[config.mk]
export PLATFORM = sky130hd
export DESIGN_NAME = mem_arbiter
export DESIGN_NICKNAME = d
export VERILOG_FILES = /design/src/rtl/boot_pkg.sv /design/src/rtl/mem_arbiter.sv
export SDC_FILE = /design/constraint.sdc
export NUM_CORES = 1
export LEC_CHECK = 0
export BUFFER_PORTS_ARGS = -buffer_cell sky130_fd_sc_hd__buf_2
export CORE_AREA = 4 4 82 84
export CTS_BUF_LIST = sky130_fd_sc_hd__clkbuf_16
export CTS_CLUSTER_SIZE = 10
export DETAILED_ROUTE_END_ITERATION = 7
export DIE_AREA = 0 0 86 88
export PLACE_DENSITY = 0.74
export REMOVE_ABC_BUFFERS = 1
export SLEW_MARGIN = 20
export SYNTH_ARGS = -nofsm -noshare
export SYNTH_HDL_FRONTEND = slang
export SYNTH_SLANG_ARGS = --single-unit
[constraint.sdc]
create_clock -name clk_i -period 3 [get_ports clk_i]
set_input_delay 0.3 -clock clk_i [delete_from_list [all_inputs] [get_ports clk_i]]
set_output_delay 0.3 -clock clk_i [all_outputs]
set_load 0.005 [all_outputs]
[src/rtl/boot_pkg.sv]
package boot_pkg;

  // ========================================================================
  // Widths with a meaning
  // ========================================================================

  // Word address into the boot RAM, only the low bits are decoded
  typedef logic [15:0] addr_t;

  // One RAM data word
  typedef logic [31:0] word_t;

  // One received serial byte
  typedef logic [7:0] byte_t;

  // ========================================================================
  // Bus between requesters, arbiter and RAM
  // ========================================================================

  // Request payload, qualified by a separate req bit
  typedef struct packed {
    logic  we;
    addr_t addr;
    word_t wdata;
  } bus_req_t;

  // Response payload, valid while ack is high
  typedef struct packed {
    word_t rdata;
  } bus_rsp_t;

  // ========================================================================
  // Boot sequence
  // ========================================================================

  // Number of bytes in the magic window
  localparam int unsigned MAGIC_LEN = 8;

  // "BOOTLOAD", first received byte in the top byte lane
  localparam logic [MAGIC_LEN*8-1:0] MAGIC_SEQ = 64'h424F_4F54_4C4F_4144;

endpackage

[src/rtl/mem_arbiter.sv]
`timescale 1ns/10ps

module mem_arbiter
  import boot_pkg::*;
(
  input  logic           clk_i,
  input  logic           rst_ni,
  input  logic     [1:0] req_i,
  input  bus_req_t [1:0] bus_i,
  output logic     [1:0] ack_o,
  output bus_rsp_t       rsp_o,
  output logic           mem_en_o,
  output logic           mem_we_o,
  output addr_t          mem_addr_o,
  output word_t          mem_wdata_o,
  input  word_t          mem_rdata_i
);

  typedef enum logic [1:0] {
    ST_IDLE,
    ST_ACCESS,
    ST_ACK
  } state_t;

  state_t state_q;

  logic  grant_q;
  logic  last_q;
  logic  pick;
  word_t rdata_q;

  // ========================================================================
  // Port selection
  // ========================================================================

  // Tie goes to the port not served last, otherwise whoever asks
  assign pick = (req_i == 2'b11) ? ~last_q : req_i[1];

  // RAM access issued at the grant edge
  assign mem_en_o    = (state_q == ST_IDLE) && (|req_i);
  assign mem_we_o    = bus_i[pick].we;
  assign mem_addr_o  = bus_i[pick].addr;
  assign mem_wdata_o = bus_i[pick].wdata;

  // ========================================================================
  // Grant FSM
  // ========================================================================
  always_ff @(posedge clk_i) begin
    if (!rst_ni) begin
      state_q <= ST_IDLE;
      grant_q <= 1'b0;
      last_q  <= 1'b0;
    end else begin
      case (state_q)
        ST_IDLE: begin
          if (|req_i) begin
            grant_q <= pick;
            last_q  <= pick;
            state_q <= ST_ACCESS;
          end
        end
        // Read data arrives during this cycle
        ST_ACCESS: state_q <= ST_ACK;
        ST_ACK: begin
          // Hold grant until the owner releases req
          if (!req_i[grant_q]) state_q <= ST_IDLE;
        end
        default: state_q <= ST_IDLE;
      endcase
    end
  end

  always_ff @(posedge clk_i) begin
    if (state_q == ST_ACCESS) rdata_q <= mem_rdata_i;
  end

  assign ack_o[0]    = (state_q == ST_ACK) && !grant_q;
  assign ack_o[1]    = (state_q == ST_ACK) && grant_q;
  assign rsp_o.rdata = rdata_q;

endmodule

### Yosys cells after proc, flatten, opt, wreduce, memory -nomap -nowiden

Index checks and enable logic that the tools add are counted.

| word-level totals | value |
|---|---|
| bits in registers | 35 |
| output and inout port bits | 84 |
| logic and storage cells | 27 |

| cells by class | value |
|---|---|
| order comparisons | 2 |
| equality and inequality tests | 5 |
| multiplexer cells | 8 |
| bitwise logic cells | 1 |
| reductions and logical operators | 8 |

Operator list:

| cell | count |
|---|---|
| two-way mux 49 bit | 2 |
| one-hot mux 2 bit (3 select lines) | 1 |
| == test 2 bit (second input constant) | 2 |
| < comparator 1 x 2 -> 1 bit (second input constant) | 2 |
| two-way mux 2 bit | 2 |
| AND reduction 2 bit | 2 |
| logical AND 1 bit | 3 |
| two-way mux 1 bit | 3 |
| == test 2 x 1 -> 1 bit (second input constant) | 1 |
| logical NOT 2 bit | 1 |
| inequality test 2 x 1 -> 1 bit (second input constant) | 1 |
| inequality test 2 bit (second input constant) | 1 |
| OR reduction 2 bit | 1 |
| logical NOT 1 bit | 1 |
| inverter 1 bit | 1 |

### Logic depth before layout (Yosys ltp)

| logic depth | value |
|---|---|
| depth in word-level cells | 4 |
| depth in mapped cells | 4 |
| mapped depth without buffers | 2 |

### Worst setup path after synthesis

No wires, ideal clock.

| timing path | value |
|---|---|
| path type | register -> register |
| from | register state_q[0] |
| to | register rdata_q[0] (netlist: rsp_o[0]), enable pin |
| setup time | 0.426 ns |
| arrival time | 1.918 ns |
| path slack | 0.655 ns |
| stages on the path, launching flop included | 2 |
| path buffers | 0 |
| period minus slack after synthesis | 2.345 ns |
| cell sequence | dfxtp_1 > nor2b_1 |

| between the ends | value |
|---|---|
| cells in the longest elaborated chain, start to end | 1 |

RTL lines:

| element | line | RTL |
|---|---|---|
| start: declaration | mem_arbiter.sv:25 | `state_t state_q;` |
| start signal: assignment | mem_arbiter.sv:50 | `state_q <= ST_IDLE;` |
| start signal: assignment | mem_arbiter.sv:59 | `state_q <= ST_ACCESS;` |
| start signal: assignment | mem_arbiter.sv:63 | `ST_ACCESS: state_q <= ST_ACK;` |
| == test 2 x 1 -> 1 bit | mem_arbiter.sv:74 | `if (state_q == ST_ACCESS) rdata_q <= mem_rdata_i;` |
| end signal: assignment | mem_arbiter.sv:74 |  |
| end: declaration | mem_arbiter.sv:30 | `word_t rdata_q;` |

Every way passes these cells.
A chain may end at the register's enable or synchronous reset.

### Worst setup path after layout

| timing path | value |
|---|---|
| from | register last_q |
| to | output port mem_wdata_o[25] |

| between the ends | value |
|---|---|
| cells in the longest elaborated chain, start to end | 4 |

RTL lines:

| element | line | RTL |
|---|---|---|
| start: declaration | mem_arbiter.sv:28 | `logic last_q;` |
| start signal: assignment | mem_arbiter.sv:58 | `last_q <= pick;` |
| inverter 1 bit | mem_arbiter.sv:37 | `assign pick = (req_i == 2'b11) ? ~last_q : req_i[1];` |
| two-way mux 1 bit | mem_arbiter.sv:37 |  |
| two-way mux 49 bit (not written as such) (2 in series) | mem_arbiter.sv:43 | `assign mem_wdata_o = bus_i[pick].wdata;` |
| end: declaration | mem_arbiter.sv:15 | `output word_t mem_wdata_o,` |

Every way passes these cells. The select of a mux whose other input is x is not followed.

==> reports/metrics.yaml <==
synthesis:
  synth_ff_type: "edfxtp_1"
  syn_inst: 103
  synth-edff-count: 32
  ys_warn_count: 0
  avgSynthCellArea_um2: 17.0
  synth.yosys.seq_area_share_pct: 58.2
  netlist_area_um2: 1750
  async_reset_ff_share_pct: 0
  synth_seq_cells: 35
  ys_types: 17
drt:
  remaining_drc_errors: 0
  wl_um: 6420
  wire_per_inst_um: 16.1
  drtIter0Drc: 65
  num_vias: 1750
  vias_per_cell: 4.39
  postRouteAntennaNets: 0
  dr.pass1.iters: 4
placement:
  dp_slack_ps: 1020
  dp_hpwl_um: 5640
  place.gp.congestion: 0.829
  portBuffers: 217
  place_inst: 392
run_status:
  status: "completed"
cells_and_area:
  ff_latch_area_um2: 1020
  final_cells: 399
  final_util_pct: 51.6
  num_antenna_cells: 0
  nNetsFinal: 458
  fillers: 541
  area_growth_syn_to_layout_pct: 74.2
  layout_common_cells: "217 x buf_2, 39 x mux2_2, 32 x edfxtp_1"
  multi_input_area_um2: 706
  final_common_cell: "buf_2"
  drive_above_1_share_pct: 85.2
clock_tree:
  clock_latency_ps: 270
  clockBufferDepth: 2
  path_clk_slew_ps: 50
  hold_buffers: 0
  cts.sinks: 35
  root_buffer: "clkbuf_16"
  cts-resized-gates: 0
  cts_setup_buffers: 0
  cts_made_buffers: 5
  ctsHtreeMaxLevel: 2
  cts_tree: "built"
sta:
  rsz0062_at_grt: "false"
  layout_setup_ws_ps: 801
  report.final.slew_viol_count: 0
  worst_pin_slew_ps: 629
  hold_viol_final: 0
  holdWs_ps: 204
  fin_crit_sh_pct: 73.3
  finalSetupViolations: 0
  setup_tns_ps: 0
  slew_headroom_pct: 58.1
  min_period_ps: 2200
  finalClockSkew_ps: 1.80
  fmax_mhz: 455
global_routing:
  grt_usage_pct: 15.2
  grt_pass1_vias: 1825
  antenna_found_initial: 0
  grt_max_degree: 50
  grt_first_pass_wirelength_um: 8760
  overflow: 0
pwr:
  p_leak_nw: 1.53
  ir_drop_mv: 0.331
  power_density_nw_per_um2: 452
critical_path:
  path_class: "register to output port"
  slowest_stage: "buf_4"
  cp_max_fo: 49
  worst-path-buf-inv: 2
  start_kind: "register"
  cpPeakStageDelay_ps: 520
  worst_ep_required_time_ps: 2700
  crit_family: "buffers and inverters"
  setup.worst_path.end_class: "output port"
  cp.arrival_ps: 1900
  path_cells: "a21boi_4 > buf_4 > mux2_2 > buf_2"
job:
  maxCapViolCount: 0
die:
  die_x_um: 86
  core_um2: 5920
  die_h_um: 88
  num_rows: 28
  ios: 218
  start_util_pct: 29.6
  dieArea_um2: 7570
worst_hold_path:
  hold_path.class: "input pin to register"
cell type report:
type | count | area share, %
Clock buffer | 5 | 4.10
Timing Repair Buffer | 219 | 36.0
Clock inverter | 2 | 0.287
Sequential cell | 35 | 33.4
Multi-Input combinational cell | 63 | 23.1
Tap cell | 75 | 3.07
sequential cells by signal, summed over array words and instances, names as in the netlist:
register,count
last_q,1
rsp_o,32
state_q,2
cells in the mapped netlist, types with 2 or more instances:
cell / number / area share [%]
mux2_2: 39 / 25
edfxtp_1: 32 / 55
mux2_4: 10 / 8.6
buf_2: 3 / 0.86
dfxtp_1: 3 / 3.4
buf_6: 2 / 1.3
nor3b_1: 2 / 0.86
nor4b_1: 2 / 1.0
o2bb2ai_1: 2 / 1.0
layer usage:
metal | share of wire (%) | GRT usage [%] | vias up
met5 | 0 | 0 | -
met4 | 0.92 | 3.88 | 0
met3 | 14 | 6.59 | 6
met2 | 53 | 29.4 | 124
met1 | 32 | 14.6 | 778
li1 | - | - | 842
stage by stage:
stage | total power, mW | cell area, um2
finish | 1.38 | 3060
global route | 1.45 | 3060
CTS | 1.40 | 3060
detailed placement | 0.939 | 2920
global placement | 0.929 | 2920
floorplan | 0.741 | 1720
power by group:
part	leakage, nW	total [mW]	internal (mW)	switching (mW)
registers	0.323	0.592	0.577	0.0149
logic	1.14	0.331	0.198	0.133
clock network	0.0671	0.457	0.297	0.161
final timing paths:
path | startpoint | end | slack, ps | cells past startpoint
setup / recovery | last_q$_SDFFE_PN0P_ | mem_wdata_o[25] | 800 | 4
hold / removal | mem_rdata_i[6] | rsp_o[6]$_DFFE_PN_ | 200 | 1
setup reg to reg | state_q[0]$_SDFFE_PN0P_ | rsp_o[14]$_DFFE_PN_ | 1640 | 2
hold reg to reg | last_q$_SDFFE_PN0P_ | last_q$_SDFFE_PN0P_ | 570 | 2
cell families (layout without fill, tap and decap cells):
group	after synthesis	after routing	share of synthesized area, %
AO/OA/AOI/OAI	3	3	1.64
buffers and inverters	5	226	2.14
flip-flops	35	35	58.2
multiplexers	50	50	34.2
AND/OR/NAND/NOR	10	10	3.85
Power figures use the tool's default switching activity.
