`src/rtl/boot_pkg.sv`:
```
package boot_pkg;

  // ========================================================================
  // Widths with a meaning
  // ========================================================================

  // Word address into the boot RAM, only the low bits are decoded
  typedef logic [15:0] addr_t;

  // One RAM data word
  typedef logic [31:0] word_t;

  // One received serial byte
  typedef logic [7:0] byte_t;

  // ========================================================================
  // Bus between requesters, arbiter and RAM
  // ========================================================================

  // Request payload, qualified by a separate req bit
  typedef struct packed {
    logic  we;
    addr_t addr;
    word_t wdata;
  } bus_req_t;

  // Response payload, valid while ack is high
  typedef struct packed {
    word_t rdata;
  } bus_rsp_t;

  // ========================================================================
  // Boot sequence
  // ========================================================================

  // Number of bytes in the magic window
  localparam int unsigned MAGIC_LEN = 8;

  // "BOOTLOAD", first received byte in the top byte lane
  localparam logic [MAGIC_LEN*8-1:0] MAGIC_SEQ = 64'h424F_4F54_4C4F_4144;

endpackage

```
`src/rtl/uart_rx.sv`:
```
`timescale 1ns/10ps

module uart_rx
  import boot_pkg::*;
#(
  parameter int unsigned CLKS_PER_BIT = 16
) (
  input  logic  clk_i,
  input  logic  rst_ni,
  input  logic  rx_i,
  output byte_t byte_o,
  output logic  valid_o
);

  localparam int unsigned CNT_W = $clog2(CLKS_PER_BIT + 1);

  typedef enum logic [1:0] {
    ST_IDLE,
    ST_START,
    ST_DATA,
    ST_STOP
  } state_t;

  state_t state_q;

  // Two-flop synchronizer plus one flop for edge detection
  logic rx_meta_q;
  logic rx_sync_q;
  logic rx_prev_q;

  logic [CNT_W-1:0] clk_cnt_q;
  logic [2:0]       bit_idx_q;
  byte_t            shift_q;
  logic             valid_q;

  logic start_edge;
  logic half_bit;
  logic full_bit;

  // Falling edge of the line while idle marks a start bit
  assign start_edge = rx_prev_q && !rx_sync_q;
  assign half_bit   = (clk_cnt_q == CNT_W'(CLKS_PER_BIT / 2 - 1));
  assign full_bit   = (clk_cnt_q == CNT_W'(CLKS_PER_BIT - 1));

  // ========================================================================
  // Line synchronizer
  // ========================================================================
  always_ff @(posedge clk_i) begin
    if (!rst_ni) begin
      // Line idles high
      rx_meta_q <= 1'b1;
      rx_sync_q <= 1'b1;
      rx_prev_q <= 1'b1;
    end else begin
      rx_meta_q <= rx_i;
      rx_sync_q <= rx_meta_q;
      rx_prev_q <= rx_sync_q;
    end
  end

  // ========================================================================
  // Bit timing and framing FSM
  // ========================================================================
  always_ff @(posedge clk_i) begin
    if (!rst_ni) begin
      state_q   <= ST_IDLE;
      clk_cnt_q <= '0;
      bit_idx_q <= '0;
      valid_q   <= 1'b0;
    end else begin
      valid_q <= 1'b0;
      case (state_q)
        ST_IDLE: begin
          clk_cnt_q <= '0;
          bit_idx_q <= '0;
          if (start_edge) state_q <= ST_START;
        end
        ST_START: begin
          // Recheck the start bit at its middle, reject glitches
          if (half_bit) begin
            clk_cnt_q <= '0;
            state_q   <= rx_sync_q ? ST_IDLE : ST_DATA;
          end else begin
            clk_cnt_q <= clk_cnt_q + 1'b1;
          end
        end
        ST_DATA: begin
          if (full_bit) begin
            clk_cnt_q <= '0;
            bit_idx_q <= bit_idx_q + 1'b1;
            // Eighth data bit done
            if (bit_idx_q == 3'd7) state_q <= ST_STOP;
          end else begin
            clk_cnt_q <= clk_cnt_q + 1'b1;
          end
        end
        ST_STOP: begin
          if (full_bit) begin
            clk_cnt_q <= '0;
            // Low stop bit means a framing error, byte is dropped
            valid_q   <= rx_sync_q;
            state_q   <= ST_IDLE;
          end else begin
            clk_cnt_q <= clk_cnt_q + 1'b1;
          end
        end
        default: state_q <= ST_IDLE;
      endcase
    end
  end

  // Data bits arrive LSB first
  always_ff @(posedge clk_i) begin
    if (state_q == ST_DATA && full_bit) begin
      shift_q <= {rx_sync_q, shift_q[7:1]};
    end
  end

  assign byte_o  = shift_q;
  assign valid_o = valid_q;

endmodule

```
`config.mk`:
```
export PLATFORM = sky130hd
export DESIGN_NAME = uart_rx
export DESIGN_NICKNAME = d
export VERILOG_FILES = /design/src/rtl/boot_pkg.sv /design/src/rtl/uart_rx.sv
export SDC_FILE = /design/constraint.sdc
export NUM_CORES = 1
export LEC_CHECK = 0
export ABC_AREA = 1
export BUFFER_PORTS_ARGS = -buffer_cell sky130_fd_sc_hd__buf_2
export CAP_MARGIN = 20
export CORE_MARGIN = 1
export CORE_UTILIZATION = 35
export DETAILED_ROUTE_END_ITERATION = 10
export PLACE_DENSITY_LB_ADDON = 0.15
export SLEW_MARGIN = 40
export SYNTH_ARGS = -nofsm -noshare
export SYNTH_HDL_FRONTEND = slang
export SYNTH_SLANG_ARGS = --single-unit
export TNS_END_PERCENT = 30
```
`constraint.sdc`:
```
create_clock -name clk_i -period 1.8 [get_ports clk_i]
set_clock_uncertainty 0.15 [all_clocks]
set_input_delay 0.09 -clock clk_i [delete_from_list [all_inputs] [get_ports clk_i]]
set_output_delay 0.09 -clock clk_i [all_outputs]
set_load 0.01 [all_outputs]
```
* Word-level counts from Yosys, hierarchy flattened
Cells that the tools add are included.
W data, S select, Z words.
** Word-level totals
- Bits in registers :: 22
- Bits of input ports :: 3
- Output and inout bits :: 9
** Operators by class
- $add $sub $neg :: 2
- Eq/ne operators :: 11
- Mux-type cells :: 12
- Reductions and logical operators :: 9
** Operators by type and width (number)
- $pmux W5 S3 :: 1
- $mux W2 :: 6
- $mux W5 :: 2
- $ne A2 B2 Y1 const B :: 5
- $pmux W2 S4 :: 1
- $pmux W3 S2 :: 1
- $add A5 B1 Y5 const B :: 1
- $eq A5 B3 Y1 const B :: 1
- $eq A5 B4 Y1 const B :: 1
- $reduce_and A5 Y1 :: 1
- $eq A2 B2 Y1 const B :: 2
- $add A3 B1 Y3 const B :: 1
- $eq A3 B3 Y1 const B :: 1
- $mux W3 :: 1
- $reduce_and A3 Y1 :: 1
- $eq A2 B1 Y1 const B :: 1
- $logic_and A1 B1 Y1 :: 2
- $logic_not A2 Y1 :: 1
- $reduce_and A2 Y1 :: 1
- $reduce_bool A2 Y1 :: 1
- $reduce_or A2 Y1 :: 1
- $logic_not A1 Y1 :: 1

* Longest topological paths before layout
Gate-level depths: netlist (run 1).
- Depth in word-level cells :: 4
- Gate-level depth with buffers :: 10
- Mapped depth without buffers :: 10

* Worst setup path after synthesis (run 1)
No wires, ideal clock.
- Path kind :: reg2reg
- Start point :: register clk_cnt_q[0]
- End point :: register shift_q[0], in the netlist byte_o[0], enable pin
- Library setup time :: 0.354 ns
- Arrival :: 1.112 ns
- Path slack :: 0.183 ns
- Stages on the path, launching flop included :: 6
- Clock period less this slack :: 1.617 ns
- Cells stage by stage :: dfxtp_1 > ha_1 > nand3_2 > nor2_2 > inv_2 > nor3_4
** On the way
- Cells in the longest elaborated chain, start to end :: 2
** Ends and longest elaborated chain
- from (decl) :: RTL line uart_rx.sv:31 : logic [CNT_W-1:0] clk_cnt_q;
- from (signal assigned) :: RTL line uart_rx.sv:84 : clk_cnt_q <= clk_cnt_q + 1'b1;
- from (signal assigned) :: RTL line uart_rx.sv:94 : clk_cnt_q <= clk_cnt_q + 1'b1;
- from (signal assigned) :: RTL line uart_rx.sv:104 : clk_cnt_q <= clk_cnt_q + 1'b1;
- $eq A5 B4 Y1 :: RTL line uart_rx.sv:43 : assign full_bit = (clk_cnt_q == CNT_W'(CLKS_PER_BIT - 1));
- $logic_and A1 B1 Y1 :: RTL line uart_rx.sv:114 : if (state_q == ST_DATA && full_bit) begin
- to (signal assigned) :: RTL line uart_rx.sv:115 : shift_q <= {rx_sync_q, shift_q[7:1]};
- to (decl) :: RTL line uart_rx.sv:33 : byte_t shift_q;
Every way passes these cells.
A chain may end at the register's enable or synchronous reset.

* Final worst setup path (run 1)
- Start point :: register clk_cnt_q[0]
- End point :: register shift_q[2], in the netlist byte_o[2], enable pin
Same word-level chain as after synthesis.

==> out/metrics.cfg, run 1 <==
[status]
run_status=complete, no violations

[placement]
place.port_buffers=11
dp_hpwl_um=1000
placed_cells=126
placed_area_um2=975
finalWeightedCongestion=0.777

[floorplanning]
core-area_um2=2280
die_w_um=51.7
start_util_pct=38.0
die_height_um=51.7
io_pins=12
placement_row_count=17
floorplan.die_area_um2=2670

[setup_path]
critical_path.max_fanout=11
end_kind=register
cp.arrival_ps=1490
worstPathRequired_ps=1680
worstSetupStartpointType=register
timing.setup.critical_path_class=register to register

[final_layout]
antenna_diode_count=0
fraction_of_final_layout_cells_sized_beyond_drive_strength_1_pct=26.9
post-route-cell-area_um2=1020
layout.cells.most_common=sky130_fd_sc_hd__nand2_1
area.growth.synth_to_final_pct=18.1
layout.nets=112
stdcell_count=132
mostFrequentLayoutCells=sky130_fd_sc_hd__nand2_1 (19), sky130_fd_sc_hd__dfxtp_1 (14), sky130_fd_sc_hd__buf_2 (11)

[logic_synthesis]
yosysUniqueCellTypes=20
syn-mean-instance-area_um2=10.1
synth-warning-count=0
syn_inst=86
synth_seq_cells=22
postSynthNetCount=93
synth-seq-area-share_pct=60.2
synth_area_um2=865

[sta]
fin_crit_ps=1620
fmax_mhz=618
timing_max_transition_violations_final=0
worstMarginPinSlew_ps=337
setup_violations=0
final.period_utilization_pct=89.9
grt_setup_unrepaired=no
hold_fails_final_rpt=0
finalSetupTns_ps=0
timing.slew.headroom_pct=77.5

[pwr]
switching_power_mw=0.195
cellLeakagePower_nw=0.417
ir_worst_vdd_mv=0.500
p_int_mw=0.626
power.share.switching_pct=23.7
power.share.combinational_pct=8.2
p_seq_share_pct=65.1
power.density_cell_area_nw_per_um2=804
part_of_the_total_power_dissipated_in_the_clock_network_pct=26.7

[clock_tree]
cts_setup_buffers=0
number_of_sinks_handled_by_clock_tree_synthesis=22
insertion_delay_ps=300
tritoncts_clock_tree=done
cts-root-buf=sky130_fd_sc_hd__clkbuf_4
clk_transition_reported_paths_ps=120
post_cts_resize_count=0
cts.hold.buffers_added=2
number_of_buffers_inserted_during_clock_tree_synthesis=3
number_of_h_tree_branching_levels=1
worst_case_clock_buffer_depth=2

[drt]
wirelength_um=1340
drt_iter0_drc=12
detail_route.first_pass.iterations=4
ant_nets=0
detail_route.vias_per_cell=4.67
routed-via-count=616
drcViolationCount=0
average_routed_wire_per_standard_cell_um=10.1

[grt]
global_route_wire_length_before_repair_um=2260
antenna_found_initial=0
globalRouteMet1Util_pct=15.3
grt.total_usage_pct=11.8
first_global_vias=531
globalRoute.busiestLayer=met2
grt_start_max_net_pins=13
global_route.usage.met2_pct=17.5
grt.overflow.total=0
grt_use_met3_pct=3.51

[worst_hold_path]
hold_path_class=register to register

[job]
maxCapViolCount=0

through the flow:
step	utilization [%]	power [mW]	hold WS [ps]	worst slack [ps]
finish	44.9	0.821	279	182
global route	44.9	0.864	301	75.7
CTS	44.9	0.831	284	183
detailed placement	42.8	0.609	132	195
global placement	42.8	0.608	127	214
floorplan	-	0.593	9.02	183
path summary, 6_finish.rpt:
kind / depth (start not counted) / end / startpoint / slack (ps)
setup / recovery: 6 / byte_o[2] / clk_cnt_q[0] / 180
setup reg to reg: 6 / byte_o[2] / clk_cnt_q[0] / 180
hold reg to reg: 1 / rx_sync_q / rx_meta_q / 280
hold / removal: 1 / rx_sync_q / rx_meta_q / 280
flip-flops by register name (all words and copies together) (netlist names), named ones only:
signal	count
rx_meta_q	1
bit_idx_q	3
state_q	1
valid_o	1
rx_prev_q	1
byte_o	8
rx_sync_q	1
clk_cnt_q	5
area by class of cell:
cell class / count / area, um^2
Inverter: 8 / 30.0
Clock buffer: 3 / 22.5
Sequential cell: 22 / 520
Fill cell: 212 / 1250
Timing Repair Buffer: 14 / 95.1
Tap cell: 28 / 35.0
Clock inverter: 1 / 3.75
Multi-Input combinational cell: 56 / 314
cell usage after synthesis:
master,count,area share [%]
sky130_fd_sc_hd__o21ai_0,1,0.58
sky130_fd_sc_hd__or2_1,1,0.72
sky130_fd_sc_hd__ha_1,4,5.8
sky130_fd_sc_hd__nor2_1,10,4.3
sky130_fd_sc_hd__nor4_1,1,0.72
sky130_fd_sc_hd__nor2_2,3,2.2
sky130_fd_sc_hd__a21oi_2,1,1.0
sky130_fd_sc_hd__nor3_4,1,1.9
sky130_fd_sc_hd__or2_2,2,1.4
sky130_fd_sc_hd__nand2_2,2,1.4
sky130_fd_sc_hd__a21oi_1,5,2.9
sky130_fd_sc_hd__xor2_1,1,1.0
sky130_fd_sc_hd__nand2_1,19,8.2
sky130_fd_sc_hd__edfxtp_1,8,28
sky130_fd_sc_hd__nand3_1,2,1.2
sky130_fd_sc_hd__o21ai_1,1,0.58
sky130_fd_sc_hd__nand3_2,2,2.3
sky130_fd_sc_hd__inv_2,2,0.87
sky130_fd_sc_hd__dfxtp_1,14,32
sky130_fd_sc_hd__inv_1,6,2.6
cells by family after synthesis:
group	share of synthesized area (%)
buffers and inverters	3.47
AO/OA/AOI/OAI	5.06
flip-flops	60.2
XOR/XNOR	1.01
adder cells (fa/ha/maj)	5.79
AND/OR/NAND/NOR	24.5
critical path: stages (launching register included):
cell                      delay (ps)
sky130_fd_sc_hd__dfxtp_1         370
sky130_fd_sc_hd__ha_1            210
sky130_fd_sc_hd__nand3_2         100
sky130_fd_sc_hd__nor2_2          140
sky130_fd_sc_hd__inv_2            70
sky130_fd_sc_hd__nor3_4          140
sky130_fd_sc_hd__buf_12          160
per-layer routing:
metal,up-vias,part of all wire [%]
li1,317,-
met1,286,52
met3,4,2.3
met4,0,1.5
met2,9,44
met5,-,0
power groups by stage:
stage | logic, mW | registers [mW] | clock network, mW
2_1_floorplan | 0.0508 | 0.543 | 0
3_3_place_gp | 0.0630 | 0.545 | 0
3_5_place_dp | 0.0636 | 0.545 | 0
4_1_cts | 0.0675 | 0.534 | 0.229
5_1_grt | 0.0778 | 0.536 | 0.250
6_report | 0.0674 | 0.534 | 0.219
Power figures use the tool's default switching activity.
==> inputs of run 2 (changes only) <==
--- a/config.mk
+++ b/config.mk
@@ -11,7 +11,7 @@
 export CORE_MARGIN = 1
 export CORE_UTILIZATION = 35
 export DETAILED_ROUTE_END_ITERATION = 10
-export PLACE_DENSITY_LB_ADDON = 0.15
+export PLACE_DENSITY_LB_ADDON = 0.1
 export SLEW_MARGIN = 40
 export SYNTH_ARGS = -nofsm -noshare
 export SYNTH_HDL_FRONTEND = slang
==> run 2 against run 1 <==
  * Critical path depth is the same
  * Combinational power shrank 1%
  * Global-route usage grew 0.92 points
  * First-iteration DRC count shrank 25%
  * Hold slack is essentially flat
  * Clock power is essentially flat
  * Setup slack is essentially flat
  * Routed wire length grew 4.6%
  * Via count shrank 3.9%
  * Flip-flop and latch count is the same
  * Final cell count is the same
  * Non-clock buffer count is the same
  * Largest power group unchanged
==> out/metrics.cfg, run 2 (synthesis results as in run 1) <==
[setup_path]
critical_path.max_fanout=11
worstPathRequired_ps=1680
cpMaxStageDelayCell=sky130_fd_sc_hd__dfxtp_1
critical_path.cell_chain=ha_1, nand3_2, nor2_2, inv_2, nor3_4, buf_12
end_kind=register
timing.setup.critical_path_class=register to register
worst-r2r-cell-count=6
cp.arrival_ps=1500
worstSetupStartpointType=register
crit_path_max_incr_delay_ps=370

[drt]
wirelength_um=1400
routed-wl-met3_um=39
detail_route.vias_per_cell=4.48
ant_nets=0
drcViolationCount=0
drt_iter0_drc=9
routed-via-count=592
highest_layer=met4
detail_route.first_pass.iterations=4
wl_met1_um=721
average_routed_wire_per_standard_cell_um=10.6
met2RoutedLength_um=626

[status]
run_status=complete, no violations

[sta]
fin_crit_ps=1620
worstMarginPinSlew_ps=347
grt_setup_unrepaired=no
setup_ws_ps=182
setup_violations=0
timing_max_transition_violations_final=0
timing.slew.headroom_pct=76.8
finalSetupTns_ps=0
fmax_mhz=618
hold_fails_final_rpt=0
final.period_utilization_pct=89.9

[final_layout]
mostFrequentLayoutCells=sky130_fd_sc_hd__nand2_1 (19), sky130_fd_sc_hd__dfxtp_1 (14), sky130_fd_sc_hd__buf_2 (11)
multiInputGateArea_um2=314
area.growth.synth_to_final_pct=18.1
finish.utilization_pct=44.9
post-route-cell-area_um2=1020
ff_latch_area_um2=520
fillCellCount=226
layout.cells.most_common=sky130_fd_sc_hd__nand2_1
layout.nets=112
antenna_diode_count=0
fraction_of_final_layout_cells_sized_beyond_drive_strength_1_pct=26.9
largest_register_ffs=8

[placement]
placed_area_um2=975
finalWeightedCongestion=0.775
dp_hpwl_um=1070
placement.setup.worst_slack_ps=185
place.port_buffers=11

[floorplanning]
die_w_um=51.7
io_pins=12
core-area_um2=2280
placement_row_count=17
start_util_pct=38.0
die_height_um=51.7
floorplan.die_area_um2=2670

[clock_tree]
worst_case_clock_buffer_depth=2
tritoncts_clock_tree=done
post_cts_resize_count=0
clk_transition_reported_paths_ps=120
number_of_h_tree_branching_levels=1
number_of_sinks_handled_by_clock_tree_synthesis=22
number_of_buffers_inserted_during_clock_tree_synthesis=3
insertion_delay_ps=300
cts-root-buf=sky130_fd_sc_hd__clkbuf_4
cts.hold.buffers_added=2
cts_setup_buffers=0

[grt]
grt.overflow.total=0
grt.total_usage_pct=12.8
antenna_found_initial=0
global_route_wire_length_before_repair_um=2430
first_global_vias=557
grt_start_max_net_pins=13

[worst_hold_path]
hold_path_class=register to register
worstHoldPathCells=1

[pwr]
ir_worst_vdd_mv=0.483
power.density_cell_area_nw_per_um2=803
overall_power_consumption_mw=0.820
cellLeakagePower_nw=0.417

[job]
maxCapViolCount=0

==> run 2: path summary, 6_finish.rpt <==
check	startpoint	slack (ps)	end
setup / recovery	clk_cnt_q[0]	180	byte_o[7]
hold / removal	rx_meta_q	280	rx_sync_q
setup reg to reg	clk_cnt_q[0]	180	byte_o[7]
hold reg to reg	rx_meta_q	280	rx_sync_q
==> run 2: area by class of cell <==
class                           count  area share [%]
Clock buffer                        3            2.21
Clock inverter                      1           0.368
Inverter                            8            2.94
Multi-Input combinational cell     56            30.8
Sequential cell                    22            51.0
Tap cell                           28            3.43
Timing Repair Buffer               14            9.31
==> run 2: stage by stage <==
step | cells | hold slack, ps
6_report | 132 | 279
5_1_grt | 132 | 298
4_1_cts | 132 | 283
3_5_place_dp | 126 | 132
3_3_place_gp | 126 | 127
2_1_floorplan | 86 | 9.02
==> run 2: critical path: cells and delay by family (launching register included) <==
kind	cells	cell delay [ps]
simple gates	3	390
flops	1	370
buf+inv	2	230
fa+ha+maj	1	210
==> run 2: metal layers <==
layer / global-route usage (%) / up-vias
li1: - / 318
met1: 16.0 / 265
met2: 19.9 / 7
met3: 3.51 / 2
met4: 6.76 / 0
met5: 0 / -
==> run 2: power by group <==
group	internal [mW]	switching (mW)	total, mW
sequential	0.520	0.0145	0.534
clock	0.0807	0.138	0.219
combinational	0.0254	0.0412	0.0666
