--- src/rtl/boot_pkg.sv ---
package boot_pkg;

  // ========================================================================
  // Widths with a meaning
  // ========================================================================

  // Word address into the boot RAM, only the low bits are decoded
  typedef logic [15:0] addr_t;

  // One RAM data word
  typedef logic [31:0] word_t;

  // One received serial byte
  typedef logic [7:0] byte_t;

  // ========================================================================
  // Bus between requesters, arbiter and RAM
  // ========================================================================

  // Request payload, qualified by a separate req bit
  typedef struct packed {
    logic  we;
    addr_t addr;
    word_t wdata;
  } bus_req_t;

  // Response payload, valid while ack is high
  typedef struct packed {
    word_t rdata;
  } bus_rsp_t;

  // ========================================================================
  // Boot sequence
  // ========================================================================

  // Number of bytes in the magic window
  localparam int unsigned MAGIC_LEN = 8;

  // "BOOTLOAD", first received byte in the top byte lane
  localparam logic [MAGIC_LEN*8-1:0] MAGIC_SEQ = 64'h424F_4F54_4C4F_4144;

endpackage

--- src/rtl/ram_programmer.sv ---
`timescale 1ns/10ps

module ram_programmer
  import boot_pkg::*;
#(
  parameter int unsigned BREAK_CYCLES = 1000,
  parameter int unsigned MEM_DEPTH    = 1024
) (
  input  logic     clk_i,
  input  logic     rst_ni,
  input  byte_t    rx_byte_i,
  input  logic     rx_valid_i,
  output logic     req_o,
  output bus_req_t req_o_bus,
  input  logic     ack_i,
  output logic     prog_mode_o,
  output logic     sys_rst_no
);

  localparam int unsigned BRK_W = $clog2(BREAK_CYCLES + 1);
  localparam int unsigned WIN_W = MAGIC_LEN * 8;

  typedef enum logic [2:0] {
    ST_HUNT,
    ST_COUNT,
    ST_LOAD,
    ST_WAIT_ACK,
    ST_WAIT_REL,
    ST_FINISH
  } state_t;

  state_t state_q;
  state_t state_d;

  // Magic detection
  logic [WIN_W-1:0] window_q;
  logic             shifted_q;
  logic [BRK_W-1:0] break_cnt_q;

  // Count and word assembly
  logic [1:0] byte_cnt_q;
  word_t      count_q;
  word_t      word_idx_q;
  word_t      word_buf_q;
  addr_t      next_addr_q;

  // Held write request
  word_t wr_data_q;
  addr_t wr_addr_q;

  logic  seq_match;
  logic  brk_expired;
  logic  load_active;
  logic  byte_take;
  logic  count_done;
  logic  word_done;
  logic  last_word;
  word_t count_next;
  word_t word_next;

  // ========================================================================
  // Decode
  // ========================================================================

  // Compare only on the cycle after a byte entered the window
  assign seq_match   = (state_q == ST_HUNT) && shifted_q && (window_q == MAGIC_SEQ);
  assign brk_expired = (break_cnt_q == BRK_W'(BREAK_CYCLES - 1));

  // Bytes keep arriving during the handshake, so assembly runs in all load states
  assign load_active = (state_q inside {ST_LOAD, ST_WAIT_ACK, ST_WAIT_REL}) &&
                       (word_idx_q != count_q);
  assign byte_take   = rx_valid_i && ((state_q == ST_COUNT) || load_active);
  assign count_done  = rx_valid_i && (state_q == ST_COUNT) && (byte_cnt_q == 2'd3);
  assign word_done   = rx_valid_i && load_active && (byte_cnt_q == 2'd3);
  assign last_word   = (word_idx_q == count_q);

  // Count is MSB first, words are LSB first
  assign count_next  = {count_q[23:0], rx_byte_i};
  assign word_next   = {rx_byte_i, word_buf_q[31:8]};

  // ========================================================================
  // Next state
  // ========================================================================
  always_comb begin
    state_d = state_q;
    case (state_q)
      ST_HUNT: begin
        if (seq_match) state_d = ST_COUNT;
      end
      ST_COUNT: begin
        // Empty image goes straight to the reset pulse
        if (count_done) state_d = (count_next == '0) ? ST_FINISH : ST_LOAD;
      end
      ST_LOAD: begin
        if (word_done) state_d = ST_WAIT_ACK;
      end
      ST_WAIT_ACK: begin
        if (ack_i) state_d = ST_WAIT_REL;
      end
      ST_WAIT_REL: begin
        // Four-phase done once ack is low again
        if (!ack_i) state_d = last_word ? ST_FINISH : ST_LOAD;
      end
      ST_FINISH: state_d = ST_HUNT;
      default:   state_d = ST_HUNT;
    endcase
  end

  // ========================================================================
  // Control registers
  // ========================================================================
  always_ff @(posedge clk_i) begin
    if (!rst_ni) begin
      state_q     <= ST_HUNT;
      window_q    <= '0;
      shifted_q   <= 1'b0;
      break_cnt_q <= '0;
      byte_cnt_q  <= '0;
      word_idx_q  <= '0;
      next_addr_q <= '0;
    end else begin
      state_q <= state_d;

      // Sliding window with inter-byte timeout
      if (state_q != ST_HUNT || seq_match) begin
        window_q    <= '0;
        shifted_q   <= 1'b0;
        break_cnt_q <= '0;
      end else if (rx_valid_i) begin
        window_q    <= {window_q[WIN_W-9:0], rx_byte_i};
        shifted_q   <= 1'b1;
        break_cnt_q <= '0;
      end else begin
        shifted_q <= 1'b0;
        if (brk_expired) begin
          // Line went quiet mid sequence
          window_q    <= '0;
          break_cnt_q <= '0;
        end else begin
          break_cnt_q <= break_cnt_q + 1'b1;
        end
      end

      // Byte lane and word index, restarted by every match
      if (seq_match) begin
        byte_cnt_q  <= '0;
        word_idx_q  <= '0;
        next_addr_q <= '0;
      end else begin
        if (byte_take) byte_cnt_q <= byte_cnt_q + 1'b1;
        if (word_done) begin
          word_idx_q <= word_idx_q + 1'b1;
          // Addresses wrap at the RAM depth
          if (next_addr_q == addr_t'(MEM_DEPTH - 1)) next_addr_q <= '0;
          else next_addr_q <= next_addr_q + 1'b1;
        end
      end
    end
  end

  // ========================================================================
  // Payload registers
  // ========================================================================
  always_ff @(posedge clk_i) begin
    if (rx_valid_i && state_q == ST_COUNT) count_q <= count_next;
    if (byte_take && load_active) word_buf_q <= word_next;
    // Capture finished word, held stable until the handshake ends
    if (word_done) begin
      wr_data_q <= word_next;
      wr_addr_q <= next_addr_q;
    end
  end

  // ========================================================================
  // Outputs
  // ========================================================================
  assign req_o           = (state_q == ST_WAIT_ACK);
  assign req_o_bus.we    = 1'b1;
  assign req_o_bus.addr  = wr_addr_q;
  assign req_o_bus.wdata = wr_data_q;

  // Programming window ends on the reset pulse cycle
  assign prog_mode_o = state_q inside {ST_COUNT, ST_LOAD, ST_WAIT_ACK, ST_WAIT_REL};
  assign sys_rst_no  = (state_q != ST_FINISH);

endmodule

--- config.mk ---
export PLATFORM = sky130hd
export DESIGN_NAME = ram_programmer
export DESIGN_NICKNAME = d
export VERILOG_FILES = /design/src/rtl/boot_pkg.sv /design/src/rtl/ram_programmer.sv
export SDC_FILE = /design/constraint.sdc
export NUM_CORES = 1
export LEC_CHECK = 0
export BUFFER_PORTS_ARGS = -buffer_cell sky130_fd_sc_hd__buf_2
export CORE_MARGIN = 8
export CORE_UTILIZATION = 55
export CTS_BUF_LIST = sky130_fd_sc_hd__clkbuf_8
export DETAILED_ROUTE_END_ITERATION = 16
export PLACE_DENSITY_LB_ADDON = 0.05
export SETUP_SLACK_MARGIN = 0.2
export SLEW_MARGIN = 40
export SYNTH_ARGS = -nofsm -noshare
export SYNTH_HDL_FRONTEND = slang
export SYNTH_SLANG_ARGS = --single-unit
--- constraint.sdc ---
create_clock -name clk_i -period 2.45 [get_ports clk_i]
set_input_delay 0 -clock clk_i [delete_from_list [all_inputs] [get_ports clk_i]]
set_output_delay 0 -clock clk_i [all_outputs]
set_load 0.03 [all_outputs]
; ---- Word-level counts from Yosys, hierarchy flattened
; Index checks and enable logic that the tools add are counted.
[totals]
reg_bits = 240
inputBits = 12
output_inout_bits = 52
elab_cells = 65
[classes]
add_sub_neg = 4
eq_ne = 16
mux = 12
n_bitwise = 1
reduce_logical = 21
[ops]
columns = cell, count
row1 = $mux 64, 2
row2 = $eq 64x63->1 const B, 1
row3 = $add 32x1->32 const B, 1
row4 = $eq 32x32->1, 1
row5 = $logic_not 32->1, 1
row6 = $ne 32x32->1, 1
row7 = $mux 3, 7
row8 = $add 16x1->16 const B, 1
row9 = $eq 16x10->1 const B, 1
row10 = $mux 16, 1
row11 = $pmux 3 s5, 1
row12 = $add 10x1->10 const B, 1
row13 = $eq 10x10->1 const B, 1
row14 = $logic_and 1x1->1, 9
row15 = $ne 2x2->1 const B, 4
row16 = $eq 3x2->1 const B, 2
row17 = $reduce_bool 3->1, 2
row18 = $reduce_and 5->1, 1
row19 = $reduce_bool 4->1, 1
row20 = $reduce_or 2->1, 2
row21 = $reduce_or 4->1, 1
row22 = $eq 3x1->1 const B, 1
row23 = $eq 3x3->1 const B, 1
row24 = $logic_not 3->1, 1
row25 = 8 further kinds, 9

; ---- Longest topological paths before layout
; Gate-level depths: netlist of run 1.
[logic_depth]
word_depth = 7
mapped_depth = 9
mapped_depth_nobuf = 7

; ---- Worst setup path before layout of run 1
; No wires, ideal clock.
[synth_path]
path_kind = register -> register
start = register word_idx_q[5]
end = register word_buf_q[10] (enable)
setup_ns = 0.419
arrival_ns = 2.197
required_ns = 2.031
setup_slack_ns = -0.167
stages_incl_launch_ff = 5
path_buffers = 0
period_less_slack_ns = 2.617
cell_sequence = dfxtp_1 > xor2_1 > nor4_1 > and4_1 > a21oi_1
[synth_via]
elab_chain_len = 5
[synth_lines]
columns = item, line
row1 = "start, declared", ram_programmer.sv:43  ; word_t word_idx_q;
row2 = "start signal, assigned", ram_programmer.sv:152  ; word_idx_q <= word_idx_q + 1'b1;
row3 = $ne 32x32->1 *, ram_programmer.sv:71  ; (word_idx_q != count_q);
row4 = $logic_and 1x1->1 *, ram_programmer.sv:70  ; assign load_active = (state_q inside {ST_LOAD, ST_WAIT_ACK, ST_WAIT_REL}) &&
row5 = $logic_or 1x1->1, ram_programmer.sv:72  ; assign byte_take = rx_valid_i && ((state_q == ST_COUNT) || load_active);
row6 = $logic_and 1x1->1, ram_programmer.sv:72
row7 = $logic_and 1x1->1 *, ram_programmer.sv:166  ; if (byte_take && load_active) word_buf_q <= word_next;
row8 = "end signal, assigned", ram_programmer.sv:166
row9 = "end, declared", ram_programmer.sv:44  ; word_t word_buf_q;
; Every way passes the cells marked *; elsewhere a longest branch is shown, timed or not.
; A chain may end at the register's enable or synchronous reset.

; ---- Worst setup path in the final report of run 1
[layout_path]
start = register count_q[9]
end = register word_idx_q[29]
[layout_via]
elab_chain_len = 4
[layout_lines]
columns = item, line
row1 = "start, declared", ram_programmer.sv:42  ; word_t count_q;
row2 = "start signal, assigned", ram_programmer.sv:165  ; if (rx_valid_i && state_q == ST_COUNT) count_q <= count_next;
row3 = $ne 32x32->1, ram_programmer.sv:71
row4 = $logic_and 1x1->1, ram_programmer.sv:70
row5 = $logic_and 1x1->1 (2 in series), ram_programmer.sv:74  ; assign word_done = rx_valid_i && load_active && (byte_cnt_q == 2'd3);
; No other way between the ends.

==> results of run 1 <==
cells in the mapped netlist (2+ instances only):
cell      number  share of area
nor2_1        25          0.011
nor4b_1        5         0.0049
a21oi_1       35          0.020
and3b_1        2         0.0020
nor3_1         2         0.0011
nor4bb_1       7         0.0079
nor2b_1        2         0.0014
o21ai_1        9         0.0051
or3_1         23          0.016
o211ai_1      13          0.011
clkbuf_1      10         0.0042
o31ai_1       11         0.0093
buf_6          6         0.0076
nor4_1        21          0.015
edfxtp_1     104           0.35
nand4_1       18          0.013
nand3_1       24          0.014
mux2i_1        3         0.0034
xor2_1        36          0.036
a22o_1        64          0.063
o41ai_1        2         0.0020
buf_2         14         0.0079
o21ai_0       18          0.010
and4_1         8         0.0079
o211a_1        2         0.0023
nand2_1       31          0.013
and2_1         4         0.0028
buf_4          2         0.0017
dfxtp_1      128           0.29
o21a_1         2         0.0017
and3_1        14         0.0099
xnor2_1       10         0.0099
or4_1         18          0.015
inv_1          7         0.0030
ha_1           4         0.0056
what timing repair did:
| action | 4_1_cts | 5_1_grt |
|---|---|---|
| buffers inserted | 1 | 5 |
| hold buffers | 12 | 0 |
| cloned | 0 | 1 |
| endpoints found under the hold margin | 36 | 0 |
| gates resized for setup | 7 | 31 |
| setup endpoints to repair | 113 | 140 |
| pin swaps | 3 | 12 |
path summary, 6_finish.rpt:
path | start | to | slack [ns] | depth (start not counted)
setup / recovery | count_q[9] | word_idx_q[29] | 0.28 | 8
hold / removal | rx_byte_i[0] | wr_data_q[24] | 0.29 | 2
setup reg to reg | count_q[9] | word_idx_q[29] | 0.28 | 8
hold reg to reg | word_buf_q[13] | wr_data_q[5] | 0.42 | 0
critical path: stages (launching register included):
cell and delay [ns]:
edfxtp_1 0.45, xor2_2 0.18, nor4_2 0.33, nand4_1 0.25, buf_4 0.21, o211ai_1 0.18, buf_6 0.21, o21ai_0 0.11
a21oi_1 0.17
metal layers:
layer / global-route usage / up-vias / part of all wire
li1: - / 2944 / -
met1: 0.247 / 2991 / 0.46
met2: 0.283 / 182 / 0.46
met3: 0.0404 / 35 / 0.065
met4: 0.0604 / 0 / 0.019
met5: 0 / - / 0
placed cells by master (no fill, tap or decap), drive strengths merged, types with 4 or more instances in the layout:
master | netlist | final
or3 | 23 | 23
ha | 4 | 4
nand4 | 18 | 18
dlygate4sd3 | 0 | 12
clkbuf | 10 | 39
nor4b | 5 | 5
edfxtp | 104 | 104
nand2 | 31 | 31
nand3 | 25 | 25
nor4bb | 7 | 7
o211ai | 13 | 13
a21oi | 36 | 36
and3 | 14 | 14
o21ai | 27 | 27
clkinv | 0 | 10
a22o | 64 | 64
xnor2 | 10 | 10
dfxtp | 128 | 128
nor4 | 23 | 23
o31ai | 11 | 11
and2 | 4 | 4
and4 | 8 | 8
xor2 | 36 | 36
or4 | 18 | 18
inv | 8 | 23
nor2 | 25 | 25
buf | 22 | 87
cells by family (layout without fill, tap and decap cells):
family                     after synthesis  after routing  share of synthesized area
adders and majority gates                4              4                    0.00565
other                                    1              1                   0.000423
muxes                                    3              3                    0.00339
xor gates and xnor gates                46             46                     0.0455
DFF                                    232            232                      0.642
buffers and inverters                   40            174                     0.0249
AOI/OAI and AO/OA                      163            163                      0.132
and+or+nand+nor                        214            214                      0.146
power breakdown:
part           internal, mW  switching (mW)
combinational         0.110           0.180
sequential             4.09          0.0522
clock                  1.55            1.41
total                  5.75            1.65
flip-flops by register name (all words and copies together) (netlist names):
register	flops
count_q	32
wr_addr_q	16
word_idx_q	32
window_q	64
shifted_q	1
word_buf_q	24
next_addr_q	16
byte_cnt_q	2
wr_data_q	32
state_q	3
break_cnt_q	10
through the flow:
stage | worst slack (ns) | utilization
after global placement | 0.202 | 0.598
after global routing | 0.132 | 0.666
after CTS | 0.208 | 0.651
final | 0.278 | 0.666
after floorplan | 0.232 | -
after detailed placement | 0.138 | 0.598
cell type report:
| cell class | count | area share |
|---|---|---|
| repair buffers | 100 | 0.0680 |
| well taps | 216 | 0.0256 |
| inverters | 8 | 0.00285 |
| flip-flops and latches | 232 | 0.540 |
| multi-input cells | 431 | 0.300 |
| clock inverters | 28 | 0.0138 |
| clock buffers | 38 | 0.0496 |
==> impl_metrics.env, run 1 <==
export IMPL_coreArea_um2=15800
export IMPL_nets=826
export IMPL_num_rows=46
export IMPL_dp_hpwl_um=12600
export IMPL_min_path_type="in -> reg"
export IMPL_setup_viol_count_final=0
export IMPL_maxCapViolations=0
export IMPL_avgSynthCellArea_um2=12.6
export IMPL_maxSlewViolCount=0
export IMPL_fin_area_um2=10500
export IMPL_layout_drive_gt1_share=0.205
export IMPL_ys_ff_latch=232
export IMPL_cts_root_buf="clkbuf_8"
export IMPL_p_per_area_nw_per_um2=701
export IMPL_area_delta_synth_final_pct=19.0
export IMPL_synth_main_ff_cell="dfxtp_1"
export IMPL_drtIter0Drc=390
export IMPL_setup_tns_final_ns=0
export IMPL_synth_cells=703
export IMPL_clk_pin_slew_ns=0.06
export IMPL_crit_path_max_fanout=22
export IMPL_grt_usage=0.182
export IMPL_seq_area_frac_synth=0.642
export IMPL_grt_pass1_wl_um=29900
export IMPL_status="finished, final reports clean"
export IMPL_wirelength_um=19000
export IMPL_antenna_left=0
export IMPL_multi_input_area_um2=3160
export IMPL_holdWs_ns=0.294
export IMPL_wl_per_cell_um=18.0
export IMPL_p_total_mw=7.39
export IMPL_die_width_um=143
export IMPL_initial_utilization=0.560
export IMPL_cts_tree="done"
export IMPL_finClkSkew_ns=0.00998
export IMPL_end_kind="flip-flop"
export IMPL_die_h_um=143
export IMPL_clkSinkCount=232
export IMPL_clockBufferDepth=3
export IMPL_gr_total_overflow=0
export IMPL_clkLatencyLatePin_ns=0.51
export IMPL_synth_edf_count=104
export IMPL_first_pass_iters=5
export IMPL_antenna_cells=0
export IMPL_synthesis_area_um2=8860
export IMPL_placed_area_um2=9460
export IMPL_vias_per_cell=5.84
export IMPL_final_cells=1053
export IMPL_port_buffers=62
export IMPL_arrival_ns=2.60
export IMPL_fill_cells=1176
export IMPL_grt_max_degree=66
export IMPL_grt_pass1_vias=5891
export IMPL_gp_congestion=0.827
export IMPL_p_leak_nw=3.86
export IMPL_vias=6152
export IMPL_synthesis_nets=719
export IMPL_post_route_drc_count=0
export IMPL_cp_required_ns=2.88
export IMPL_antenna_found_initial=0
export IMPL_htree_levels=2
export IMPL_synth_cell_types=54
export IMPL_period_share=0.886
export IMPL_hold_violations=0
export IMPL_ir_drop_uv=485
export IMPL_regArea_um2=5690
export IMPL_rsz0062_at_grt="yes"
export IMPL_ios=64
export IMPL_yosysWarnings=0
export IMPL_numCtsBuffers=37
export IMPL_ys_async_sr_fraction=0
export IMPL_critPathKind="reg -> reg"
export IMPL_worstSetupStartpointType="flip-flop"
export IMPL_dp_cells=968
export IMPL_dieArea_um2=20400
export IMPL_timing_fmax_mhz=460
export IMPL_fin_crit_ns=2.17
(Power assumes the default switching activity.)
==> run 2: changes to the inputs <==
ABC_AREA = 1   (was default)
==> impl_metrics.env, run 2 <==
export IMPL_ios=64
export IMPL_die_h_um=149
export IMPL_dp_cells=1339
export IMPL_critPathKind="reg -> reg"
export IMPL_port_buffers=62
export IMPL_layout_drive_gt1_share=0.122
export IMPL_drtIter0Drc=472
export IMPL_synthesis_area_um2=9740
export IMPL_worstSetupStartpointType="flip-flop"
export IMPL_dp_hpwl_um=14400
export IMPL_area_delta_synth_final_pct=14.1
export IMPL_setup_viol_count_final=0
export IMPL_synth_edf_count=104
export IMPL_crit_top_cell="nand2_1"
export IMPL_hold_violations=0
export IMPL_yosys_top_cells_count="nand2_1 (235), inv_1 (143), dfxtp_1 (128)"
export IMPL_mostFrequentLayoutCell="nand2_1"
export IMPL_wirelength_um=20700
export IMPL_nets=1182
export IMPL_power_combinational_fraction=0.081
export IMPL_yosys_area_top_type="edfxtp_1"
export IMPL_yosysWarnings=0
export IMPL_grt_pass1_vias=7189
export IMPL_status="finished, final reports clean"
export IMPL_clkSinkCount=232
export IMPL_p_leak_nw=4.09
export IMPL_grt_max_degree=60
export IMPL_dieArea_um2=22200
export IMPL_ir_drop_uv=674
export IMPL_cts_tree="done"
export IMPL_p_total_mw=8.23
export IMPL_avgSynthCellArea_um2=9.08
export IMPL_synth_cells=1072
export IMPL_synth_main_ff_cell="dfxtp_1"
export IMPL_vias_per_cell=5.11
export IMPL_seq_area_frac_synth=0.584
export IMPL_coreArea_um2=17300
export IMPL_ys_ff_latch=232
export IMPL_rsz0062_at_grt="no"
export IMPL_regToRegStartpoint="word_idx_q[20]"
export IMPL_die_width_um=149
export IMPL_top_register="window_q"
export IMPL_arrival_ns=2.45
export IMPL_clkPwrFrac=0.385
export IMPL_path_cells="nand2_1 > nand2_1 > nand2_1 > nor2_1 > nand2_1 > nor2_1 > nand2_2 > nand3_4 > buf_12 > o21ai_1 > a21oi_1"
export IMPL_antenna_cells=0
export IMPL_largest_register_ffs=64
export IMPL_initial_utilization=0.563
export IMPL_min_path_type="in -> reg"
export IMPL_clk_pin_slew_ns=0.06
export IMPL_clockBufferDepth=3
export IMPL_period_share=0.821
export IMPL_synthesis_nets=1088
export IMPL_swShare=0.247
export IMPL_crit_path_max_fanout=54
export IMPL_synth_cell_types=34
export IMPL_clkLatencyLatePin_ns=0.52
export IMPL_p_per_area_nw_per_um2=741
export IMPL_antenna_left=0
export IMPL_final_cells=1419
export IMPL_fin_area_um2=11100
export IMPL_switchingPower_mw=2.03
export IMPL_holdCritStartpoint="rx_byte_i[2]"
export IMPL_gp_congestion=0.870
export IMPL_maxCapViolations=0
export IMPL_maxSlewViolCount=0
export IMPL_fill_cells=1517
export IMPL_wl_per_cell_um=14.6
export IMPL_seqPwrFrac=0.534
export IMPL_num_rows=48
export IMPL_final_cell_mix="nand2_1 (235), inv_1 (160), dfxtp_1 (128)"
export IMPL_crit_path_max_incr_delay_ns=0.49
export IMPL_ys_async_sr_fraction=0
export IMPL_cp_required_ns=2.89
export IMPL_setup_tns_final_ns=0
export IMPL_ys_top_cells_by_area="edfxtp_1 (32%), dfxtp_1 (26%), nand2_1 (9.1%)"
export IMPL_cp_startpoint="word_idx_q[20]"
export IMPL_yosysMostFrequentCell="nand2_1"
export IMPL_end_kind="flip-flop"
export IMPL_vias=7256
export IMPL_gr_total_overflow=0
export IMPL_fin_crit_ns=2.01
export IMPL_first_pass_iters=6
export IMPL_synth_top_cell_area_share=0.321
export IMPL_grt_pass1_wl_um=34800
export IMPL_p_int_mw=6.20
export IMPL_placed_area_um2=10300
export IMPL_finClkSkew_ns=0.0229
export IMPL_grt_usage=0.190
export IMPL_timing_fmax_mhz=497
export IMPL_numCtsBuffers=39
export IMPL_antenna_found_initial=0
export IMPL_post_route_drc_count=0
export IMPL_cp_slowest_cell="dfxtp_1"
export IMPL_cts_root_buf="clkbuf_8"
export IMPL_htree_levels=2
[run 2: stage by stage]
stage / setup slack [ns] / util / hold slack [ns]
2_1_floorplan: 0.472 / - / 0.0989
3_3_place_gp: 0.528 / 0.593 / 0.246
3_5_place_dp: 0.483 / 0.593 / 0.247
4_1_cts: 0.472 / 0.642 / 0.250
5_1_grt: 0.209 / 0.642 / 0.265
6_report: 0.439 / 0.642 / 0.286
[run 2: area by class of cell]
class | instances | area (µm²) | area share
Clock buffer | 46 | 633 | 0.0570
Sequential cell | 232 | 5690 | 0.512
Multi-Input combinational cell | 664 | 3310 | 0.298
Timing Repair Buffer | 85 | 561 | 0.0505
Inverter | 144 | 542 | 0.0488
Tap cell | 225 | 282 | 0.0253
Clock inverter | 23 | 97.6 | 0.00879
[run 2: repair_timing]
action                                 in CTS  in global routing
gates resized for setup                     0                  1
setup endpoints to repair                   0                  1
hold buffers                               11                  0
endpoints found under the hold margin      45                  0
setup buffers                               0                  0
[run 2: metal layers]
layer  global-route usage  share of wire  up-vias
met5                    0              0        -
met4               0.0631          0.016        0
met3               0.0349          0.043       28
met2                0.316           0.48      144
met1                0.245           0.46     3364
li1                     -              -     3720
[run 2: final timing paths]
path	end	slack (ns)	cells past startpoint
max reg2reg	next_addr_q[10]	0.44	11
max	next_addr_q[10]	0.44	11
min reg2reg	wr_data_q[4]	0.42	0
min	word_buf_q[26]	0.29	2
[run 2: worst max-delay path, delay by kind of cell, from the launching register on]
family / cells / cell delay, ns
simple gates: 8 / 0.81
buf+inv: 1 / 0.24
flops: 1 / 0.49
compound gates: 2 / 0.34
[run 2: kinds of logic after synthesis]
logic type,after synthesis,share of synthesized area
fa+ha+maj,4,0.00514
xor+xnor,52,0.0468
buf+inv,176,0.0777
compound gates,137,0.0784
flops,232,0.584
simple gates,470,0.208
other cells,1,0.000385
[run 2: power groups by stage]
stage | Combinational (mW) | Clock (mW) | Sequential, mW
4_1_cts | 0.672 | 3.26 | 4.40
3_5_place_dp | 0.655 | 0 | 4.48
5_1_grt | 0.753 | 3.43 | 4.42
2_1_floorplan | 0.507 | 0 | 4.45
3_3_place_gp | 0.651 | 0 | 4.47
6_report | 0.670 | 3.17 | 4.40
==> run 3: changes to the inputs <==
clock period = 1.9 ns   (was 2.45 ns; I/O delays follow)
==> impl_metrics.env, run 3 (synthesized netlist as in run 2, its figures left out) <==
export IMPL_critPathKind="reg -> reg"
export IMPL_finClkSkew_ns=0.0156
export IMPL_wirelength_um=27800
export IMPL_timing_fmax_mhz=508
export IMPL_wl_per_cell_um=17.6
export IMPL_clk_pin_slew_ns=0.07
export IMPL_cts_root_buf="clkbuf_8"
export IMPL_end_kind="flip-flop"
export IMPL_arrival_ns=2.44
export IMPL_hold_violations=0
export IMPL_mostFrequentLayoutCell="nand2_1"
export IMPL_clockBufferDepth=3
export IMPL_holdCritStartpoint="rx_byte_i[1]"
export IMPL_vias=8414
export IMPL_coreArea_um2=17300
export IMPL_dp_hpwl_um=15800
export IMPL_vias_per_cell=5.34
export IMPL_period_share=1.04
export IMPL_hold_depth=2
export IMPL_grt_pass1_vias=7671
export IMPL_rsz0062_at_grt="yes"
export IMPL_setup_ws_ns=-0.0684
export IMPL_p_total_mw=12.0
export IMPL_regToRegStartpoint="window_q[44]"
export IMPL_die_h_um=149
export IMPL_numCtsBuffers=39
export IMPL_largest_register_ffs=64
export IMPL_setup_viol_count_final=38
export IMPL_antenna_found_initial=1
export IMPL_status="finished with violations"
export IMPL_grt_pass1_wl_um=37400
export IMPL_rrSetupSlack_ns=-0.07
export IMPL_cp_required_ns=2.38
export IMPL_crit_path_max_fanout=4
export IMPL_cts_tree="done"
export IMPL_drtIter0Drc=675
export IMPL_worstSetupStartpointType="flip-flop"
export IMPL_first_pass_iters=5
export IMPL_clkLatencyLatePin_ns=0.53
export IMPL_antenna_left=0
export IMPL_dieArea_um2=22200
export IMPL_violations="negative setup slack"
export IMPL_holdPathEnd="wr_data_q[25]"
export IMPL_nets=1334
export IMPL_rr_endpoint="state_q[1]"
export IMPL_initial_utilization=0.563
export IMPL_clkSinkCount=232
export IMPL_final_cell_mix="nand2_1 (218), inv_1 (142), buf_4 (118)"
export IMPL_gr_total_overflow=0
export IMPL_area_delta_synth_final_pct=40.2
export IMPL_htree_levels=2
export IMPL_port_buffers=62
export IMPL_num_rows=48
export IMPL_p_per_area_nw_per_um2=876
export IMPL_ios=64
export IMPL_p_leak_nw=5.19
export IMPL_ir_drop_uv=742
export IMPL_layout_drive_gt1_share=0.340
export IMPL_min_path_type="in -> reg"
export IMPL_grt_usage=0.208
export IMPL_gp_congestion=0.882
export IMPL_grt_max_degree=41
export IMPL_fin_crit_ns=1.97
export IMPL_maxCapViolations=0
export IMPL_holdWs_ns=0.234
export IMPL_maxSlewViolCount=0
export IMPL_post_route_drc_count=0
export IMPL_r2r_worst_path_cells=11
export IMPL_top_register="window_q"
export IMPL_die_width_um=149
## run 3: cell types whose count changed in the layout (fill, tap and decap cells not counted), sizes merged
cell / previous run / this run
clkbuf: 46 / 55
buf: 74 / 210
bufinv: 0 / 2
nand2: 241 / 244
nor2: 116 / 117
clkinv: 6 / 12
diode: 0 / 1
inv: 161 / 159
## run 3: routing by layer
metal  GRT usage  wire length, µm  up-vias
li1            -                -     4044
met1       0.261            11200     4045
met2       0.350            14200      256
met3      0.0400             1500       69
met4      0.0772              845        0
met5           0                0        -
## run 3: area by class of cell
cell class,instances,area (µm²)
fill,1122,3640
tap,225,282
inverter,144,553
antenna,1,2.50
clock buffer,43,592
clock inverter,29,173
timing repair buffer,233,2110
multi-input combinational,668,4240
sequential,232,5700
## run 3: timing repair
item | CTS | global route
setup buffers | 11 | 13
endpoints found under the hold margin | 43 | 0
cloned | 3 | 19
hold buffers | 11 | 0
gates resized for setup | 39 | 201
pin swaps | 18 | 49
endpoints found under the setup margin | 200 | 201
## run 3: per-stage QoR
step	cell area, µm²	TNS (ns)	instances	setup slack, ns	utilization
6_report	13700	-0.623	1575	-0.0684	0.789
5_1_grt	13700	-14.31	1575	-0.146	0.789
4_1_cts	12300	0	1542	0.0420	0.710
3_5_place_dp	11100	-5.60	1445	-0.131	0.642
3_3_place_gp	11100	-2.31	1445	-0.0647	0.642
2_1_floorplan	9770	0	1072	0.188	-
## run 3: how the worst max path moves through the flow
stage                      to  cells past startpoint          start  slack, ns
2_1_floorplan  word_buf_q[10]                      9  word_idx_q[2]       0.19
3_5_place_dp   word_buf_q[12]                      9     count_q[1]      -0.13
3_3_place_gp   word_buf_q[11]                     10     count_q[1]      -0.06
5_1_grt        next_addr_q[6]                     12    count_q[16]      -0.15
4_1_cts          wr_data_q[3]                      9    count_q[30]       0.04
6_report           state_q[1]                     11   window_q[44]      -0.07
## run 3: power by group
part           internal, mW  leakage [nW]  switching (mW)
clock network          2.36         0.448            2.02
registers              5.52          2.02           0.163
logic                 0.873          2.72            1.02
total                  8.76          5.19            3.21
## run 3: worst max-delay path: stages (launching register included)
cell and delay [ns]:
dfxtp_1 0.30, inv_1 0.13, nand4_1 0.17, nor3_2 0.18, nand2_1 0.09, nor2_1 0.15, nand2_2 0.10, a21oi_1 0.40
nor2_1 0.12, nor2_1 0.12, nand2_1 0.08, inv_1 0.07
